### config.mk
export PLATFORM = sky130hd
export DESIGN_NAME = organTop
export DESIGN_NICKNAME = d
export VERILOG_FILES = /design/src/hdl/organPkg.sv /design/src/hdl/displayDriver.sv /design/src/hdl/noteSelect.sv /design/src/hdl/organTop.sv /design/src/hdl/toneGen.sv
export SDC_FILE = /design/constraint.sdc
export NUM_CORES = 1
export LEC_CHECK = 0
export ABC_AREA = 1
export BUFFER_PORTS_ARGS = -buffer_cell sky130_fd_sc_hd__buf_2
export CORE_MARGIN = 2
export CORE_UTILIZATION = 58
export CTS_CLUSTER_DIAMETER = 100
export DETAILED_ROUTE_END_ITERATION = 6
export PLACE_DENSITY = 0.79
export SYNTH_ARGS = -nofsm -noshare
export SYNTH_HDL_FRONTEND = slang
export SYNTH_SLANG_ARGS = --single-unit
### constraint.sdc
create_clock -name CLK -period 2.65 [get_ports CLK]
set_clock_uncertainty 0.15 [all_clocks]
set_input_delay 0.265 -clock CLK [delete_from_list [all_inputs] [get_ports CLK]]
set_output_delay 0.265 -clock CLK [all_outputs]
set_load 0.01 [all_outputs]
### src/hdl/organPkg.sv
/* Shared constants of the organ: widths, switch codes and the lookup tables.
   Every design module pulls what it needs in by wildcard import. */
package organPkg;

	// key and note geometry
	localparam int NumKeys = 7;
	localparam int NoteW = 3;
	localparam int ModeW = 4;
	localparam int MatrixSize = 8;

	// one-hot mode switch positions
	localparam logic [ModeW-1:0] ModeLow = 4'b0001;
	localparam logic [ModeW-1:0] ModeMid = 4'b0010;
	localparam logic [ModeW-1:0] ModeHigh = 4'b0100;
	localparam logic [ModeW-1:0] ModeAuto = 4'b1000;

	// quarter second per beat at 1 MHz
	localparam int BeatCycles = 250000;
	localparam int BeatCountW = 18;
	localparam int MelodyLen = 16;

	// half periods in clocks, do..xi
	localparam int PitchW = 11;

	localparam logic [PitchW-1:0] PitchLow [NumKeys] = '{
		11'd1911,
		11'd1703,
		11'd1517,
		11'd1432,
		11'd1276,
		11'd1136,
		11'd1012
	};

	localparam logic [PitchW-1:0] PitchMid [NumKeys] = '{
		11'd956,
		11'd851,
		11'd758,
		11'd716,
		11'd638,
		11'd568,
		11'd506
	};

	localparam logic [PitchW-1:0] PitchHigh [NumKeys] = '{
		11'd478,
		11'd426,
		11'd379,
		11'd358,
		11'd319,
		11'd284,
		11'd253
	};

	// auto tune, one note index per beat
	localparam logic [NoteW-1:0] Melody [MelodyLen] = '{
		3'd0, 3'd0, 3'd4, 3'd4,
		3'd5, 3'd5, 3'd4, 3'd4,
		3'd3, 3'd3, 3'd2, 3'd2,
		3'd1, 3'd1, 3'd0, 3'd0
	};

	// segments a..g, msb is a, digits 1..7
	localparam logic [6:0] SegCodes [NumKeys] = '{
		7'b0110000,
		7'b1101101,
		7'b1111001,
		7'b0110011,
		7'b1011011,
		7'b1011111,
		7'b1110000
	};

	// staircase, row r lights r columns from bit 6 downwards
	localparam logic [MatrixSize-1:0] StairRows [MatrixSize] = '{
		8'b0000_0000,
		8'b0100_0000,
		8'b0110_0000,
		8'b0111_0000,
		8'b0111_1000,
		8'b0111_1100,
		8'b0111_1110,
		8'b0111_1111
	};

endpackage

### src/hdl/displayDriver.sv
/* Scans the red/green LED matrix one row per clock and drives the
   seven-segment digit with the current note number. */
`timescale 1ns/10ps

module displayDriver
	import organPkg::*;
(
	input  logic                  CLK,
	input  logic                  rstN,
	input  logic [ModeW-1:0]      modeSw,
	input  logic [NoteW-1:0]      noteIdx,
	input  logic                  noteOn,
	output logic [MatrixSize-1:0] rowN,
	output logic [MatrixSize-1:0] colRed,
	output logic [MatrixSize-1:0] colGreen,
	output logic [6:0]            seg
);

	logic [$clog2(MatrixSize)-1:0] rowIdx;
	logic [MatrixSize-1:0] rowSel;
	logic [MatrixSize-1:0] noteMask;
	logic [MatrixSize-1:0] cols;
	logic redEn;
	logic greenEn;
	logic [6:0] segNext;

	// modulo-8 row counter
	always_ff @(posedge CLK) begin
		if (!rstN) begin
			rowIdx <= '0;
		end else begin
			rowIdx <= rowIdx + 1'b1;
		end
	end

	// row 0 sits on the top bit
	assign rowSel = {1'b1, {(MatrixSize - 1){1'b0}}} >> rowIdx;

	// note n owns column bit 6-n
	assign noteMask = (MatrixSize'(1) << (NumKeys - 1)) >> noteIdx;
	assign cols = noteOn ? (StairRows[rowIdx] & ~noteMask) : StairRows[rowIdx];

	// mid red, low and auto green, high both
	always_comb begin
		redEn = 1'b0;
		greenEn = 1'b0;
		case (modeSw)
			ModeMid: redEn = 1'b1;
			ModeLow, ModeAuto: greenEn = 1'b1;
			ModeHigh: begin
				redEn = 1'b1;
				greenEn = 1'b1;
			end
			default: begin
				redEn = 1'b0;
				greenEn = 1'b0;
			end
		endcase
	end

	assign segNext = (noteOn && noteIdx < NumKeys) ? SegCodes[noteIdx] : 7'b0000000;

	always_ff @(posedge CLK) begin
		if (!rstN) begin
			rowN <= '1;
			colRed <= '0;
			colGreen <= '0;
			seg <= '0;
		end else begin
			rowN <= ~rowSel;
			colRed <= redEn ? cols : '0;
			colGreen <= greenEn ? cols : '0;
			seg <= segNext;
		end
	end

endmodule

### src/hdl/noteSelect.sv
/* Picks the sounding note: a single pressed key in the manual modes,
   or the stepped melody when the switch is in auto. */
`timescale 1ns/10ps

module noteSelect
	import organPkg::*;
(
	input  logic               CLK,
	input  logic               rstN,
	input  logic [NumKeys-1:0] keys,
	input  logic [ModeW-1:0]   modeSw,
	output logic [NoteW-1:0]   noteIdx,
	output logic               noteOn
);

	logic [NoteW-1:0] keyIdx;
	logic keyValid;
	logic autoMode;
	logic beatEnd;
	logic [BeatCountW-1:0] beatCnt;
	logic [$clog2(MelodyLen)-1:0] beatIdx;

	assign autoMode = (modeSw == ModeAuto);
	assign beatEnd = (beatCnt == BeatCountW'(BeatCycles - 1));

	// key bit 6 is do, exactly one bit must be set
	always_comb begin
		keyIdx = '0;
		keyValid = 1'b0;
		for (int n = 0; n < NumKeys; n++) begin
			if (keys == (NumKeys'(1) << (NumKeys - 1 - n))) begin
				keyIdx = NoteW'(n);
				keyValid = 1'b1;
			end
		end
	end

	// beat timer and melody position, parked at zero outside auto
	always_ff @(posedge CLK) begin
		if (!rstN) begin
			beatCnt <= '0;
			beatIdx <= '0;
		end else if (!autoMode) begin
			beatCnt <= '0;
			beatIdx <= '0;
		end else if (beatEnd) begin
			beatCnt <= '0;
			// wraps naturally after the last beat
			beatIdx <= beatIdx + 1'b1;
		end else begin
			beatCnt <= beatCnt + 1'b1;
		end
	end

	always_ff @(posedge CLK) begin
		if (!rstN) begin
			noteIdx <= '0;
			noteOn <= 1'b0;
		end else if (autoMode) begin
			noteIdx <= Melody[beatIdx];
			noteOn <= 1'b1;
		end else if (keyValid) begin
			noteIdx <= keyIdx;
			noteOn <= 1'b1;
		end else begin
			// keep last index, only silence it
			noteOn <= 1'b0;
		end
	end

endmodule

### src/hdl/organTop.sv
/* Top level of the organ board design. Connects note selection,
   the buzzer divider and the display scan. */
`timescale 1ns/10ps

module organTop
	import organPkg::*;
(
	input  logic                  CLK,
	input  logic                  rstN,
	input  logic [NumKeys-1:0]    keys,
	input  logic [ModeW-1:0]      modeSw,
	output logic                  beep,
	output logic [MatrixSize-1:0] rowN,
	output logic [MatrixSize-1:0] colRed,
	output logic [MatrixSize-1:0] colGreen,
	output logic [6:0]            seg
);

	// current note shared by sound and display
	logic [NoteW-1:0] noteIdx;
	logic noteOn;

	noteSelect noteSelect_i (
		.CLK     (CLK),
		.rstN    (rstN),
		.keys    (keys),
		.modeSw  (modeSw),
		.noteIdx (noteIdx),
		.noteOn  (noteOn)
	);

	toneGen toneGen_i (
		.CLK     (CLK),
		.rstN    (rstN),
		.modeSw  (modeSw),
		.noteIdx (noteIdx),
		.noteOn  (noteOn),
		.beep    (beep)
	);

	displayDriver displayDriver_i (
		.CLK      (CLK),
		.rstN     (rstN),
		.modeSw   (modeSw),
		.noteIdx  (noteIdx),
		.noteOn   (noteOn),
		.rowN     (rowN),
		.colRed   (colRed),
		.colGreen (colGreen),
		.seg      (seg)
	);

endmodule

### src/hdl/toneGen.sv
/* Square-wave buzzer driver. Divides the clock by the half period
   of the current note in the selected octave. */
`timescale 1ns/10ps

module toneGen
	import organPkg::*;
(
	input  logic             CLK,
	input  logic             rstN,
	input  logic [ModeW-1:0] modeSw,
	input  logic [NoteW-1:0] noteIdx,
	input  logic             noteOn,
	output logic             beep
);

	logic [PitchW-1:0] halfPeriod;
	logic modeValid;
	logic active;
	logic changed;
	logic [PitchW-1:0] cnt;
	logic [NoteW-1:0] lastNote;
	logic [ModeW-1:0] lastMode;

	// octave table lookup, auto plays from the low octave
	always_comb begin
		halfPeriod = '0;
		modeValid = 1'b0;
		if (noteIdx < NumKeys) begin
			case (modeSw)
				ModeLow, ModeAuto: begin
					halfPeriod = PitchLow[noteIdx];
					modeValid = 1'b1;
				end
				ModeMid: begin
					halfPeriod = PitchMid[noteIdx];
					modeValid = 1'b1;
				end
				ModeHigh: begin
					halfPeriod = PitchHigh[noteIdx];
					modeValid = 1'b1;
				end
				default: modeValid = 1'b0;
			endcase
		end
	end

	assign active = noteOn && modeValid;
	assign changed = (noteIdx != lastNote) || (modeSw != lastMode);

	always_ff @(posedge CLK) begin
		if (!rstN) begin
			cnt <= '0;
			beep <= 1'b0;
			lastNote <= '0;
			lastMode <= '0;
		end else begin
			lastNote <= noteIdx;
			lastMode <= modeSw;
			if (!active) begin
				cnt <= '0;
				beep <= 1'b0;
			end else if (changed) begin
				// restart the period on a new pitch
				cnt <= '0;
			end else if (cnt == halfPeriod) begin
				cnt <= '0;
				beep <= ~beep;
			end else begin
				cnt <= cnt + 1'b1;
			end
		end
	end

endmodule

==> reports/results.txt <==
# fillers: 602
Final cell count without fillers: 715
CTS tree: done
CP cell instances: inv_2 > ha_1 > nand2_1 > nand3_1 > nand2_1 > inv_1 > nand2_1 > nand2_1 > nand2_1 > nand2_1 > nor2_1 > nand2_1 > nor2_2 > nand2_2 > nand3_4 > a21oi_1
Worst VDD drop: 0.2932 mV
Total GRT Usage: 24.17%
Number of detailed-route iterations in the first pass: 5
CP Launch Type: register
Routed wire length: 8434 um
Core area: 6719 um^2
Crit path buffers/inverters: 2
Sequential share of the synthesized area: 38.52%
Row count: 30
Average wire per standard cell: 11.80 um
Number of port buffers: 42
Post-DR vias/cell: 5.249
CTS Buf Count: 9
Die width: 87.06 um
Dpl hpwl: 6433 um
Worst min-delay path class: in2reg
Worst Path Max Fanout: 11
DRC Markers: 0
Period utilisation layout: 86.80%
First-pass GRT wire length: 14700 um
Setup TNS Final: 0 ns
Largest net degree at the start of global routing: 24
Die area: 7579 um^2
Max-capacitance violation count: 0
Starting Density: 59.55%
Cell area power density: 497.8 nW/um^2
Placed instance count: 699
Critical path class: reg2reg
Antenna Cells: 0
Post-Syn Instances: 580
Mapped cell area: 4001 um^2
Largest stage delay on the critical path: 0.36 ns
Routed vias: 3753
Number of DRC markers in iteration 0: 179
I/O Pins: 45
Worst Path Required: 2.75 ns
Vias in the first global route: 3502
Warnings, synthesis: 0
Post CTS Setup Buffer Count: 0
H-tree depth: 3
Clk pin slew, worst setup/hold paths: 0.08 ns
Post-synthesis register bit count: 77
Skew-Pair Late Insertion Delay: 0.36 ns
GPL Wtd Cong: 0.9875
Fraction of layout cells with a size suffix above 1: 15.12%
Initial antenna violation count: 0
Final Hold Viols: 0
Finish-stage setup viols: 0
Slew HR: 57.56%
GRT overflow: 0
RSZ-0062 raised after global routing: false
Worst slew pin tran: 0.6317 ns
Max-slew violations: 0
Root Driver: clkbuf_8
Library cells used by synthesis: 37
Status: finished clean
DP Area: 4305 um^2
Avg Cell Area, Syn: 6.899 um^2
Remaining antenna violation count: 0
Final min period: 2.300 ns
Most frequent CP cell: nand2_1
Leak Pwr: 2.077 nW
CP arrival: 2.40 ns
Die H: 87.06 um
Total power draw: 2.243 mW
Slowest CP cell: dfxtp_1
CP top delay family: simple AND/OR/NAND/NOR gates
Post-Layout Inst Area: 4507 um^2
Max Clk Rate: 434.7 MHz
Max clock buf depth: 2
P&R area growth vs syn: 12.63%
Clk sinks: 77
Critical Path End Type: register
Final #Nets: 663
==> worst register-to-register path, delay by kind of cell (launching register included) <==
family,cells,cell delay (ns)
simple gates,12,1.19
flops,1,0.36
fa+ha+maj,1,0.30
buf+inv,2,0.14
compound gates,1,0.06
==> per-layer routing <==
metal	share of wire [%]	routed length (um)	global-route usage [%]	vias to the layer above
met3	4.8	407	4.929	21
met5	0	0	0	-
met2	48	4055	41.43	110
li1	-	-	-	1923
met1	44	3738	28.85	1699
met4	2.7	231	11.36	0
==> cell usage in the layout (no fill, tap or decap), types with 12 or more instances in the layout <==
master | Yosys | layout
nor2_1 | 79 | 79
nand2_1 | 143 | 143
inv_1 | 78 | 77
buf_2 | 2 | 42
nand3_1 | 52 | 52
nand4_1 | 12 | 12
dfxtp_1 | 77 | 77
ha_1 | 20 | 20
a21oi_1 | 20 | 20
nor3_1 | 14 | 14
==> where the power goes <==
group          switching [mW]  internal (mW)
registers              0.0104           1.17
logic                   0.133         0.0729
clock network           0.453          0.401
total                   0.597           1.65
==> flip-flops by register name (all words and copies together) (netlist names), 4 cells and up <==
| name | cells |
|---|---|
| toneGen_i.cnt | 11 |
| displayDriver_i.colGreen | 7 |
| displayDriver_i.seg | 7 |
| noteSelect_i.beatIdx | 4 |
| displayDriver_i.colRed | 7 |
| displayDriver_i.rowN | 8 |
| noteSelect_i.beatCnt | 18 |
| toneGen_i.lastMode | 4 |
==> synthesized netlist by cell type <==
| cell type | instances | area [um^2] |
|---|---|---|
| nand2_1 | 143 | 536.8 |
| nor2_1 | 79 | 296.5 |
| inv_1 | 78 | 292.8 |
| dfxtp_1 | 77 | 1541 |
| nand3_1 | 52 | 260.3 |
| a21oi_1 | 20 | 100.1 |
| ha_1 | 20 | 250.2 |
| nor3_1 | 14 | 70.07 |
| nand4_1 | 12 | 75.07 |
| nor2_2 | 11 | 68.82 |
| o21ai_0 | 11 | 55.05 |
| xor2_1 | 8 | 70.07 |
| clkbuf_1 | 7 | 26.28 |
| xnor2_1 | 7 | 61.31 |
| nand2_2 | 5 | 31.28 |
| nor4_1 | 4 | 25.02 |
| or2_2 | 4 | 25.02 |
| a21oi_2 | 2 | 17.52 |
| a31oi_1 | 2 | 12.51 |
| buf_2 | 2 | 10.01 |
| buf_4 | 2 | 15.01 |
| inv_2 | 2 | 7.510 |
| nand3_2 | 2 | 20.02 |
| nor3b_1 | 2 | 15.01 |
| o21a_1 | 2 | 15.01 |
| a211oi_1 | 1 | 7.510 |
| a21o_1 | 1 | 7.510 |
| and3_4 | 1 | 11.26 |
| buf_6 | 1 | 11.26 |
| buf_8 | 1 | 15.01 |
| conb_1 | 1 | 3.750 |
| nand2_4 | 1 | 11.26 |
| o211ai_1 | 1 | 7.510 |
| o21ai_1 | 1 | 5.000 |
| o22ai_1 | 1 | 6.260 |
| o311ai_0 | 1 | 8.760 |
| o31ai_1 | 1 | 7.510 |
==> final cells by class <==
type                    instances  area, um^2  share of cell area, %
flip-flops and latches         77        1541                  34.20
well taps                      80       100.1                  2.221
multi-input cells             411        2093                  46.45
clock buffers                  11       151.4                  3.359
clock inverters                 5       42.54                 0.9439
inverters                      80       300.3                  6.663
repair buffers                 51       277.8                  6.163
==> repair_timing <==
| action | 4_1_cts | 5_1_grt |
|---|---|---|
| endpoints found under the setup margin | 0 | 12 |
| hold buffers | 0 | 0 |
| gates resized for setup | 0 | 3 |
==> cell families after synthesis <==
group,count (synthesis),share of synthesized area (%)
compound gates,44,6.254
buf+inv,93,9.443
simple gates,330,36.15
flops,77,38.52
fa+ha+maj,20,6.254
other cells,1,0.09372
xor+xnor,15,3.283
==> metrics by stage <==
step	hold WS, ns	util [%]	setup slack, ns
CTS	0.01999	66.96	0.1743
global route	0.03920	67.08	0.05135
floorplan	0.2085	-	0.3662
finish	0.03086	67.08	0.3498
detailed placement	0.2888	64.08	0.2015
global placement	0.2783	64.08	0.3056
==> worst paths after layout <==
kind / start / to / slack (ns) / cells after the start
worst max register to register: noteSelect_i.noteIdx[1]$_SDFFE_PN0P_ / toneGen_i.cnt[3]$_SDFF_PP0_ / 0.35 / 16
worst min-delay path: modeSw[2] / toneGen_i.lastMode[2]$_SDFF_PN0_ / 0.03 / 3
worst max-delay path: noteSelect_i.noteIdx[1]$_SDFFE_PN0P_ / toneGen_i.cnt[3]$_SDFF_PP0_ / 0.35 / 16
worst min register to register: noteSelect_i.beatCnt[0]$_SDFF_PP0_ / noteSelect_i.beatCnt[0]$_SDFF_PP0_ / 0.30 / 1
(Power assumes the default switching activity.)
